===== config.mk =====
export PLATFORM = sky130hd
export DESIGN_NAME = bpi_bus_cycle
export DESIGN_NICKNAME = d
export VERILOG_FILES = /design/src/bpi_pkg.sv /design/src/bpi_bus_cycle.sv
export SDC_FILE = /design/constraint.sdc
export NUM_CORES = 1
export LEC_CHECK = 0
export BUFFER_PORTS_ARGS = -buffer_cell sky130_fd_sc_hd__buf_2
export CAP_MARGIN = 20
export CORE_MARGIN = 4
export CORE_UTILIZATION = 42
export CTS_CLUSTER_SIZE = 24
export DETAILED_ROUTE_END_ITERATION = 10
export PLACE_DENSITY = 0.88
export SLEW_MARGIN = 20
export SYNTH_ARGS = -nofsm -noshare
export SYNTH_HDL_FRONTEND = slang
export SYNTH_SLANG_ARGS = --single-unit

===== constraint.sdc =====
create_clock -name CLK -period 2.6 [get_ports CLK]
set_input_delay 0.13 -clock CLK [delete_from_list [all_inputs] [get_ports CLK]]
set_output_delay 0.13 -clock CLK [all_outputs]
set_load 0.02 [all_outputs]

===== src/bpi_pkg.sv =====
`default_nettype none

package bpi_pkg;

	typedef logic [15:0] word_t;	// Host and flash data word
	typedef logic [22:0] addr_t;	// Flash word address

	// Opcode in bits 4:0 of a command word
	typedef enum logic [4:0] {
		CMD_NOOP        = 5'h00,
		CMD_READ_1      = 5'h02,
		CMD_READ_SR     = 5'h06,
		CMD_CLR_SR      = 5'h09,
		CMD_BLOCK_ERASE = 5'h0A,
		CMD_PROGRAM     = 5'h0B,
		CMD_LOAD_ADDR   = 5'h17,	// Local, followed by offset word
		CMD_CLR_STATUS  = 5'h1C	// Local
	} bpi_cmd_e;

	typedef enum logic [1:0] {
		OP_WRITE = 2'b01,
		OP_READ  = 2'b10
	} bpi_op_e;

	////////////////////
	// PROM command set
	localparam word_t FL_READ_ARRAY = 16'h00FF;
	localparam word_t FL_READ_SR    = 16'h0070;
	localparam word_t FL_CLR_SR     = 16'h0050;
	localparam word_t FL_ERASE      = 16'h0020;
	localparam word_t FL_CONFIRM    = 16'h00D0;
	localparam word_t FL_PROGRAM    = 16'h0040;

	// Bank and block decoding
	localparam addr_t BANK_MASK         = 23'h780000;
	localparam addr_t PARAM_BLOCK_START = 23'h7F0000;	// 16K blocks from here up
	localparam addr_t PARAM_BLOCK_MASK  = 23'h7FC000;
	localparam addr_t MAIN_BLOCK_MASK   = 23'h7F0000;

	localparam int SR_READY_BIT = 7;
	localparam logic [7:0] ERASE_ERR_MASK = 8'h2A;
	localparam logic [7:0] PROG_ERR_MASK  = 8'h1A;

	////////////////////
	// Status word layout with the PROM status register in the low byte
	localparam int ST_RBK_EMPTY = 15;
	localparam int ST_RBK_FULL  = 14;
	localparam int ST_RBK_UNDER = 13;
	localparam int ST_RBK_OVER  = 12;
	localparam int ST_CMD_EMPTY = 11;
	localparam int ST_CMD_FULL  = 10;
	localparam int ST_CMD_UNDER = 9;
	localparam int ST_CMD_OVER  = 8;

endpackage

`default_nettype wire


===== src/bpi_bus_cycle.sv =====
`timescale 1ns/1ps
`default_nettype none

module bpi_bus_cycle (
	input  wire                        CLK,
	input  wire                        local_rst,
	input  wire                        cyc_start,
	input  wire bpi_pkg::bpi_op_e      cyc_op,
	input  wire bpi_pkg::addr_t        cyc_addr,
	input  wire bpi_pkg::word_t        cyc_data,
	input  wire                        bpi_busy,
	input  wire                        bpi_load_data,
	input  wire bpi_pkg::word_t        bpi_data_from,
	output logic                       cyc_done,
	output bpi_pkg::word_t             cyc_rdata,
	output logic                       bpi_execute,
	output bpi_pkg::bpi_op_e           bpi_op,
	output bpi_pkg::addr_t             bpi_addr,
	output bpi_pkg::word_t             bpi_data_to
);
	import bpi_pkg::*;

	typedef enum logic [1:0] {
		BC_IDLE,
		BC_EXEC,
		BC_SETTLE,	// Busy not yet valid here
		BC_WAIT
	} cyc_state_e;

	cyc_state_e   state;
	logic         read_hit;
	logic         write_hit;

	assign read_hit  = (bpi_op == OP_READ) && bpi_load_data;
	assign write_hit = (bpi_op == OP_WRITE) && !bpi_busy;

	always_ff @(posedge CLK or posedge local_rst)
	begin
		if (local_rst)
		begin
			state       <= BC_IDLE;
			bpi_execute <= 1'b0;
			cyc_done    <= 1'b0;
		end
		else
		begin
			bpi_execute <= 1'b0;
			cyc_done    <= 1'b0;
			case (state)
				BC_IDLE:
					if (cyc_start)
					begin
						bpi_execute <= 1'b1;
						state       <= BC_EXEC;
					end
				BC_EXEC:
					state <= BC_SETTLE;
				BC_SETTLE:
					if (read_hit)	// Fast read data
					begin
						cyc_done <= 1'b1;
						state    <= BC_IDLE;
					end
					else
						state <= BC_WAIT;
				default:
					if (read_hit || write_hit)
					begin
						cyc_done <= 1'b1;
						state    <= BC_IDLE;
					end
			endcase
		end
	end

	// Bus outputs held for the whole cycle
	always_ff @(posedge CLK)
	begin
		if (state == BC_IDLE && cyc_start)
		begin
			bpi_op      <= cyc_op;
			bpi_addr    <= cyc_addr;
			bpi_data_to <= cyc_data;
		end
		if ((state == BC_SETTLE || state == BC_WAIT) && read_hit)
			cyc_rdata <= bpi_data_from;
	end

endmodule

`default_nettype wire


==> results.sh, run 1 <==
export IMPL_power_density_nw_per_um2=881
export IMPL_area_growth_pct=75.0
export IMPL_port_buffer_count=120
export IMPL_cts_root_buf="clkbuf_8"
export IMPL_clockBufferDepth=2
export IMPL_fp_row_count=24
export IMPL_grt_total_usage_pct=22.9
export IMPL_dpl_cell_area_um2=2670
export IMPL_outcome="finished, final reports clean"
export IMPL_clk_pin_slew_ps=60
export IMPL_path_buf_inv=3
export IMPL_ys_warn_count=0
export IMPL_drtAntennaViolNets=0
export IMPL_yosys_area_top_type_share_pct=86.1
export IMPL_cts_sinks=61
export IMPL_seq_power_share_pct=44.2
export IMPL_worstSkewPairLatency_ps=330
export IMPL_drv_cap=0
export IMPL_core_um2=4470
export IMPL_fin_util_pct=77.8
export IMPL_grt_pass1_vias=1852
export IMPL_dp_cells=259
export IMPL_synthArstFlopShare_pct=6.56
export IMPL_numCtsBuffers=9
export IMPL_fin_ws_ps=870
export IMPL_power_switching_mw=0.881
export IMPL_synth_area_um2=1990
export IMPL_wl_per_cell_um=19.2
export IMPL_hold_viol=0
export IMPL_first_pass_iters=4
export IMPL_grt_pass1_wl_um=9780
export IMPL_power_frac_clock_pct=32.4
export IMPL_avgSynthCellArea_um2=23.4
export IMPL_die_area_um2=5900
export IMPL_slowest_delay_ps=420
export IMPL_dp_slack_ps=905
export IMPL_first_iter_violations=76
export IMPL_max_freq_mhz=578
export IMPL_gp_congestion=0.730
export IMPL_synth_common_cells="57 x edfxtp_1, 4 x dfrtp_1, 4 x inv_1"
export IMPL_worst_pin_slew_ps=496
export IMPL_grt_max_degree=43
export IMPL_power_mw=3.07
export IMPL_design_area_um2=3480
export IMPL_sw_frac_of_total_pct=28.7
export IMPL_drive_gt1_share_pct=49.1
export IMPL_initial_utilization_pct=44.4
export IMPL_h_tree_depth=3
export IMPL_synthTopCellsByArea="edfxtp_1 86%, dfrtp_1 5.0%, ha_1 1.9%"
export IMPL_ys_ff_latch=61
export IMPL_clock_skew_final_ps=13.7
export IMPL_num_vias=1571
export IMPL_fin_hold_ws_ps=207
export IMPL_netlist_instances=85
export IMPL_path_common_cell="inv_1"
export IMPL_cts_tree="built"
export IMPL_slew_headroom_pct=66.9
export IMPL_die_h_um=76.8
export IMPL_via_per_inst=4.72
export IMPL_synth_most_common_cell="edfxtp_1"
export IMPL_crit_family="buffers and inverters"
export IMPL_combPwrFrac_pct=23.3
export IMPL_min_path_type="in2reg"
export IMPL_routed_wl_um=6410
export IMPL_antennaDiodeCount=0
export IMPL_peakVddDrop_mv=0.670
export IMPL_period_share_pct=66.6
export IMPL_rsz0062_at_grt="false"
export IMPL_period_needed_ps=1730
export IMPL_crit_path_cell_trace="inv_1 -> ha_1 -> nand2_1 -> inv_1 -> buf_4"
export IMPL_crit_type="reg2reg"
export IMPL_power_leakage_nw=1.52
export IMPL_drc_errors=0
export IMPL_synth_nets=150
export IMPL_synth_edf_count=57
export IMPL_final_cells=333
export IMPL_antenna_found_initial=0
export IMPL_synth_top_area_cell="edfxtp_1"
export IMPL_tns_ps=0
export IMPL_intPower_mw=2.18
export IMPL_setup_violations_final=0
export IMPL_ys_types=17
export IMPL_end_kind="flop"
export IMPL_crit_path_start_kind="flop"
export IMPL_layout_nets=341
export IMPL_cp_data_arrival_time_ps=1700
export IMPL_dp_hpwl_um=3420
export IMPL_ys_seq_area_share_pct=91.1
export IMPL_drv_slew=0
export IMPL_die_w_um=76.8
export IMPL_pin_count=121
export IMPL_crit_path_top_delay_cell="buf_4"
export IMPL_cp_max_fo=42
export IMPL_synthFlopType="edfxtp_1"
export IMPL_grt_remaining_overflow=0
export IMPL_critPathRequiredTime_ps=2570
-- sequential cells by signal, indices dropped and copies added (netlist names) --
signal,flops
bpi_execute,1
bpi_addr,23
cyc_rdata,16
state,2
bpi_op,2
bpi_data_to,16
cyc_done,1
-- layout make-up --
cell class | count | area [um2]
sequential | 61 | 1810
timing repair buffer | 180 | 1200
fill | 235 | 995
multi-input combinational | 20 | 161
clock buffer | 11 | 131
clock inverter | 5 | 98.8
tap | 52 | 65.1
inverter | 4 | 15.0
-- per-layer routing --
layer,vias up,global-route usage [%],share of wire (%)
li1,711,-,-
met1,728,23.9,35
met2,120,37.7,50
met3,12,12.5,13
met4,0,10.3,2.2
met5,-,0,0
-- what timing repair did --
item / CTS / global route
buffers inserted: 0 / 0
setup endpoints to repair: 0 / 0
gates resized for setup: 0 / 0
endpoints found under the hold margin: 61 / 0
hold buffers: 58 / 0
-- worst paths after layout --
path / startpoint / endpoint / cells past startpoint / slack, ps
max in group asynchronous: local_rst / cyc_done / 3 / 2190
hold reg to reg: state[0] / state[0] / 2 / 530
min in group asynchronous: local_rst / bpi_execute / 3 / 240
hold / removal: bpi_busy / cyc_done / 3 / 210
setup reg to reg: state[0] / bpi_addr[22] / 5 / 870
setup / recovery: state[0] / bpi_addr[22] / 5 / 870
-- cell usage in the layout (no fill, tap or decap) --
cell and count:
a211oi_1 1, a21o_2 1, a31oi_1 1, and3b_1 1
buf_2 120, buf_4 2, bufinv_16 3, clkbuf_1 2
clkbuf_8 9, clkinv_1 1, clkinv_2 1, dfrtp_1 4
dlygate4sd3_1 58, edfxtp_1 57, ha_1 3, inv_1 4
nand2_1 3, nand2b_1 1, nand3b_1 1, nor2_1 3
nor3b_4 1, o21ai_1 1, o21bai_1 1, o31a_1 1
o41ai_2 1
-- power groups by stage --
stage | registers, mW | logic (mW) | clock network, mW
2_1_floorplan | 1.55 | 0.202 | 0
3_3_place_gp | 1.35 | 0.615 | 0
3_5_place_dp | 1.36 | 0.632 | 0
4_1_cts | 1.34 | 0.705 | 0.997
5_1_grt | 1.37 | 0.769 | 1.06
6_report | 1.36 | 0.715 | 0.995
-- worst register-to-register path, cell delays in order (launching register included) --
cell	delay, ps
dfrtp_1	400
inv_1	120
ha_1	250
nand2_1	90
inv_1	70
buf_4	420
-- cells by family (layout without fill, tap and decap cells) --
logic type | after synthesis | count (layout) | synth area share (%)
adder cells (fa/ha/maj) | 3 | 3 | 1.89
buffers and inverters | 4 | 200 | 0.755
flip-flops | 61 | 61 | 91.1
AND/OR/NAND/NOR | 10 | 10 | 3.21
AO/OA/AOI/OAI | 7 | 7 | 3.02
Note: power is estimated with default switching activity, not from simulation.
==> run 2, diff against run 1 <==
--- a/config.mk
+++ b/config.mk
@@ -5,13 +5,14 @@
 export SDC_FILE = /design/constraint.sdc
 export NUM_CORES = 1
 export LEC_CHECK = 0
+export ABC_AREA = 1
 export BUFFER_PORTS_ARGS = -buffer_cell sky130_fd_sc_hd__buf_2
 export CAP_MARGIN = 20
 export CORE_MARGIN = 4
-export CORE_UTILIZATION = 42
+export CORE_UTILIZATION = 38
 export CTS_CLUSTER_SIZE = 24
 export DETAILED_ROUTE_END_ITERATION = 10
-export PLACE_DENSITY = 0.88
+export PLACE_DENSITY = 0.85
 export SLEW_MARGIN = 20
 export SYNTH_ARGS = -nofsm -noshare
 export SYNTH_HDL_FRONTEND = slang
==> constraint.sdc (replaced) <==
create_clock -name CLK -period 1.52 [get_ports CLK]
set_input_delay 0.076 -clock CLK [delete_from_list [all_inputs] [get_ports CLK]]
set_output_delay 0.076 -clock CLK [all_outputs]
set_load 0.02 [all_outputs]
==> results.sh, run 2 <==
export IMPL_outcome="finished, final reports clean"
export IMPL_numCtsBuffers=9
export IMPL_period_needed_ps=1420
export IMPL_pin_count=121
export IMPL_grt_max_degree=43
export IMPL_first_iter_violations=68
export IMPL_crit_type="reg2reg"
export IMPL_via_per_inst=4.23
export IMPL_worst_pin_slew_ps=246
export IMPL_area_growth_pct=76.5
export IMPL_min_path_type="in2reg"
export IMPL_grt_total_usage_pct=17.1
export IMPL_die_area_um2=6490
export IMPL_drive_gt1_share_pct=50.0
export IMPL_crit_family="buffers and inverters"
export IMPL_startpoint="state[0]"
export IMPL_yosys_area_share_simple_pct=5.07
export IMPL_max_freq_mhz=703
export IMPL_power_density_nw_per_um2=1410
export IMPL_grt_pass1_wl_um=7740
export IMPL_layout_cells_most_common="buf_2"
export IMPL_cts_resized=0
export IMPL_period_share_pct=93.6
export IMPL_regMostFlops="bpi_addr"
export IMPL_synth_xor_area_share_pct=0
export IMPL_die_h_um=80.5
export IMPL_clk_pin_slew_ps=60
export IMPL_cts_root_buf="clkbuf_8"
export IMPL_first_pass_iters=4
export IMPL_worstSkewPairLatency_ps=320
export IMPL_path_buf_inv=4
export IMPL_ys_warn_count=0
export IMPL_regToRegEndpoint="bpi_addr[15]"
export IMPL_fin_util_pct=69.1
export IMPL_synth_fa_ha_area_share_pct=1.88
export IMPL_ys_types=14
export IMPL_crit_path_start_kind="flop"
export IMPL_slew_headroom_pct=83.5
export IMPL_cp_max_fo=42
export IMPL_power_mw=4.98
export IMPL_drc_errors=0
export IMPL_crit_path_cell_trace="inv_2 -> buf_4 -> ha_4 -> nand2_4 -> clkinvlp_4 -> buf_12"
export IMPL_power_leakage_nw=1.53
export IMPL_dp_hpwl_um=3370
export IMPL_cts_tree="built"
export IMPL_die_w_um=80.5
export IMPL_drv_cap=0
export IMPL_synth_nets=161
export IMPL_gp_congestion=0.768
export IMPL_initial_utilization_pct=39.1
export IMPL_ys_seq_area_share_pct=90.6
export IMPL_grt_pass1_vias=1632
export IMPL_synthArstFlopShare_pct=6.56
export IMPL_cp_data_arrival_time_ps=1430
export IMPL_timing_rr_start="state[0]"
export IMPL_design_area_um2=3530
export IMPL_netlist_instances=96
export IMPL_cts_sinks=61
export IMPL_synthFlopType="edfxtp_1"
export IMPL_clock_skew_final_ps=7.70
export IMPL_synth_top_family_by_area="simple AND/OR/NAND/NOR gates"
export IMPL_fp_row_count=26
export IMPL_synth_top_area_cell="edfxtp_1"
export IMPL_tns_ps=0
export IMPL_synthTopCellsByArea="edfxtp_1 86%, dfrtp_1 5.0%, ha_1 1.9%"
export IMPL_port_buffer_count=120
export IMPL_rsz0062_at_grt="false"
export IMPL_h_tree_depth=3
export IMPL_avgSynthCellArea_um2=20.8
export IMPL_largestRegisters="bpi_addr x23, bpi_data_to x16, cyc_rdata x16"
export IMPL_clockBufferDepth=2
export IMPL_largest_reg_flops=23
export IMPL_synth_compound_area_share_pct=0.563
export IMPL_layout_nets=353
export IMPL_core_um2=5110
export IMPL_synth_most_common_cell="edfxtp_1"
export IMPL_wl_per_cell_um=14.9
export IMPL_end_kind="flop"
export IMPL_critPathRequiredTime_ps=1530
export IMPL_dp_cells=288
export IMPL_hold_viol=0
export IMPL_yosys_area_top_type_share_pct=85.6
export IMPL_crit_path_top_delay_cell="dfrtp_1"
export IMPL_crit_path_end="bpi_addr[15]"
export IMPL_synth_edf_count=57
export IMPL_drtAntennaViolNets=0
export IMPL_synth_common_cells="57 x edfxtp_1, 8 x inv_1, 8 x nand2_1"
export IMPL_drv_slew=0
export IMPL_setup_violations_final=0
export IMPL_ys_ff_latch=61
export IMPL_slowest_delay_ps=410
export IMPL_dpl_cell_area_um2=2750
export IMPL_routed_wl_um=5410
export IMPL_final_cell_mix="120 x buf_2, 58 x dlygate4sd3_1, 57 x edfxtp_1"
export IMPL_num_vias=1536
export IMPL_final_cells=363
export IMPL_peakVddDrop_mv=0.839
export IMPL_synth_area_um2=2000
export IMPL_r2r_cells=6
export IMPL_grt_remaining_overflow=0
export IMPL_synthMuxAreaShare_pct=0
export IMPL_antenna_found_initial=0
export IMPL_r2r_slack_ps=100
export IMPL_crit_cells=6
-- run 2: cell count changes in the layout (fill, tap and decap cells not counted), sizes merged, moves of 2 or more --
cell	before	now
nand3	0	7
nand2	3	9
inv	4	9
clkinv	2	5
bufinv	3	1
clkbuf	11	9
-- run 2: area by class of cell --
| class | instances | area, um2 |
|---|---|---|
| Clock inverter | 6 | 55.1 |
| Sequential cell | 61 | 1810 |
| Tap cell | 70 | 87.6 |
| Inverter | 10 | 41.3 |
| Antenna cell | 1 | 2.50 |
| Fill cell | 339 | 1580 |
| Clock buffer | 9 | 124 |
| Multi-Input combinational cell | 25 | 178 |
| Timing Repair Buffer | 181 | 1230 |
-- run 2: cells by family after synthesis --
family / count (synthesis)
flip-flops: 61
adder cells (fa/ha/maj): 3
buffers and inverters: 10
AO/OA/AOI/OAI: 2
AND/OR/NAND/NOR: 20
-- run 2: report_power, final --
part / leakage (nW) / internal, mW / total [mW] / switching, mW
registers: 0.578 / 2.20 / 2.31 / 0.106
logic: 0.859 / 0.536 / 1.38 / 0.840
clock network: 0.0916 / 0.730 / 1.30 / 0.567
total: 1.53 / 3.47 / 4.98 / 1.51
-- run 2: tightest hold or removal path, delay by kind of cell --
family                 cells  cell delay [ps]
AND/OR/NAND/NOR            3              200
buffers and inverters      1              120
-- run 2: worst min path at each step --
stage                         start  cells after the start          end  slack (ps)
after floorplan           local_rst                      1  bpi_execute        -160
after global placement    local_rst                      2  bpi_execute         -30
final                     cyc_start                      4     state[1]         120
after detailed placement  local_rst                      2  bpi_execute         -30
after global routing      cyc_start                      4     state[1]         120
after CTS                 cyc_start                      4     state[0]         110
-- run 2: through the flow --
step / hold slack (ps) / setup slack (ps)
finish: 120 / 97.4
global route: 123 / 18.4
global placement: -31.6 / 74.5
floorplan: -158 / -130
CTS: 109 / 31.7
detailed placement: -29.8 / 34.7
-- run 2: timing repair --
item                       CTS  global route
hold endpoints to repair    61             0
hold buffers                58             0
setup buffers                0             1
setup endpoints to repair    0            16
-- run 2: per-layer routing --
metal | GRT usage [%] | vias up | routed length [um]
li1 | - | 738 | -
met1 | 16.1 | 709 | 1760
met2 | 31.7 | 72 | 3100
met3 | 5.16 | 17 | 354
met4 | 10.8 | 0 | 199
met5 | 0 | - | 0
==> run 3, diff against run 2 <==
--- a/config.mk
+++ b/config.mk
@@ -9,10 +9,11 @@
 export BUFFER_PORTS_ARGS = -buffer_cell sky130_fd_sc_hd__buf_2
 export CAP_MARGIN = 20
 export CORE_MARGIN = 4
-export CORE_UTILIZATION = 38
+export CORE_UTILIZATION = 40
+export CTS_BUF_LIST = sky130_fd_sc_hd__clkbuf_2 sky130_fd_sc_hd__clkbuf_4 sky130_fd_sc_hd__clkbuf_8
 export CTS_CLUSTER_SIZE = 24
 export DETAILED_ROUTE_END_ITERATION = 10
-export PLACE_DENSITY = 0.85
+export PLACE_DENSITY = 0.88
 export SLEW_MARGIN = 20
 export SYNTH_ARGS = -nofsm -noshare
 export SYNTH_HDL_FRONTEND = slang
==> results.sh, run 3 (synthesis gave the netlist of run 2 again) <==
export IMPL_pin_count=121
export IMPL_first_pass_iters=4
export IMPL_cts_sinks=61
export IMPL_r2r_cells=6
export IMPL_cp_data_arrival_time_ps=1450
export IMPL_setup_violations_final=0
export IMPL_slew_headroom_pct=83.0
export IMPL_power_frac_clock_pct=26.7
export IMPL_crit_path_end="bpi_addr[16]"
export IMPL_power_leakage_nw=1.52
export IMPL_grt_total_usage_pct=19.4
export IMPL_startpoint="state[0]"
export IMPL_area_growth_pct=76.4
export IMPL_use_met1_pct=17.9
export IMPL_die_h_um=78.7
export IMPL_cts_resized=0
export IMPL_regMostFlops="bpi_addr"
export IMPL_grt_pass1_wl_um=8580
export IMPL_die_w_um=78.7
export IMPL_rsz0062_at_grt="false"
export IMPL_grt_max_degree=43
export IMPL_crit_type="reg2reg"
export IMPL_seq_power_share_pct=45.6
export IMPL_h_tree_depth=3
export IMPL_worstSkewPairLatency_ps=330
export IMPL_die_area_um2=6190
export IMPL_fin_ws_ps=81.6
export IMPL_clk_pin_slew_ps=60
export IMPL_met3_usage_pct=6.01
export IMPL_end_kind="flop"
export IMPL_drc_errors=0
export IMPL_critPathRequiredTime_ps=1530
export IMPL_fill_cells=299
export IMPL_gp_congestion=0.810
export IMPL_grt_remaining_overflow=0
export IMPL_largest_reg_flops=23
export IMPL_largestRegisters="bpi_addr x23, bpi_data_to x16, cyc_rdata x16"
export IMPL_via_per_inst=4.39
export IMPL_layout_nets=353
export IMPL_layout_cells_most_common="buf_2"
export IMPL_worst_pin_slew_ps=254
export IMPL_hold_viol=0
export IMPL_clockBufferDepth=2
export IMPL_power_switching_mw=1.56
export IMPL_port_buffer_count=120
export IMPL_combPwrFrac_pct=27.7
export IMPL_grt_busiest_layer="met2"
export IMPL_initial_utilization_pct=41.8
export IMPL_wl_per_cell_um=16.3
export IMPL_grt_pass1_vias=1707
export IMPL_power_density_nw_per_um2=1430
export IMPL_timing_rr_start="state[0]"
export IMPL_period_needed_ps=1440
export IMPL_numCtsBuffers=9
export IMPL_antenna_found_initial=0
export IMPL_clock_skew_final_ps=11.5
export IMPL_num_vias=1577
export IMPL_use_met2_pct=37.7
export IMPL_antennaDiodeCount=0
export IMPL_fin_util_pct=73.7
export IMPL_crit_path_start_kind="flop"
export IMPL_drv_cap=0
export IMPL_r2r_slack_ps=80
export IMPL_cp_max_fo=42
export IMPL_cts_tree="built"
export IMPL_period_share_pct=94.6
export IMPL_outcome="finished, final reports clean"
export IMPL_routed_wl_um=5860
export IMPL_sw_frac_of_total_pct=30.9
export IMPL_core_um2=4790
export IMPL_regToRegEndpoint="bpi_addr[16]"
export IMPL_min_path_type="in2reg"
export IMPL_fp_row_count=25
export IMPL_drv_slew=0
export IMPL_intPower_mw=3.49
export IMPL_dp_hpwl_um=3450
export IMPL_peakVddDrop_mv=0.908
export IMPL_dp_slack_ps=31.9
export IMPL_cts_root_buf="clkbuf_8"
export IMPL_drive_gt1_share_pct=50.3
export IMPL_final_cell_mix="120 x buf_2, 58 x dlygate4sd3_1, 57 x edfxtp_1"
export IMPL_first_iter_violations=48
export IMPL_drtAntennaViolNets=0
export IMPL_max_freq_mhz=695
## run 3: changes by cell type in the layout (fill, tap and decap cells not counted), sizes merged
cell,delta
clkinvlp,+2
clkinv,-3
clkbuf,+1
diode,-1
## run 3: worst min-delay path by stage
stage | depth (start not counted) | end | startpoint | slack [ps]
2_1_floorplan | 1 | bpi_execute | local_rst | -160
3_3_place_gp | 2 | bpi_execute | local_rst | -30
3_5_place_dp | 2 | bpi_execute | local_rst | -30
4_1_cts | 4 | state[1] | cyc_start | 100
5_1_grt | 4 | state[1] | cyc_start | 130
6_report | 4 | state[1] | cyc_start | 110
## run 3: area by class of cell
| class | instances | area (um2) | area share, % |
|---|---|---|---|
| clock buffer | 10 | 131 | 3.72 |
| clock inverter | 5 | 52.6 | 1.49 |
| inverter | 10 | 41.3 | 1.17 |
| multi-input combinational | 25 | 178 | 5.04 |
| sequential | 61 | 1810 | 51.4 |
| tap | 67 | 83.8 | 2.38 |
| timing repair buffer | 181 | 1230 | 34.8 |
## run 3: repair_timing
action | CTS | global route
endpoints found under the hold margin | 61 | 0
buffers inserted | 0 | 1
hold buffers | 58 | 0
endpoints found under the setup margin | 0 | 16
## run 3: stage by stage
stage	power, mW	instance area, um2	hold WS (ps)	TNS (ps)	cells
CTS	5.03	3510	101	0	358
global route	5.30	3530	134	0	359
detailed placement	3.59	2740	-30.0	0	285
floorplan	3.12	2030	-158	-5370	96
global placement	3.54	2740	-30.8	0	285
finish	5.06	3530	114	0	359
## run 3: power groups by stage
stage | combinational [mW] | clock [mW] | sequential (mW)
2_1_floorplan | 0.469 | 0 | 2.65
3_3_place_gp | 1.23 | 0 | 2.31
3_5_place_dp | 1.26 | 0 | 2.33
4_1_cts | 1.38 | 1.35 | 2.30
5_1_grt | 1.50 | 1.47 | 2.33
6_report | 1.40 | 1.35 | 2.31
## run 3: worst max-delay path, cell delays in order (launching register included)
cell and delay, ps:
dfrtp_1 420, inv_2 80, buf_4 120, ha_4 140, nand2_4 70, clkinvlp_4 80
buf_12 220
## run 3: layer usage
layer  share of wire, %  vias up
met5                  0        -
li1                   -      737
met3                6.1       14
met2                 58       72
met4                2.8        0
met1                 33      754
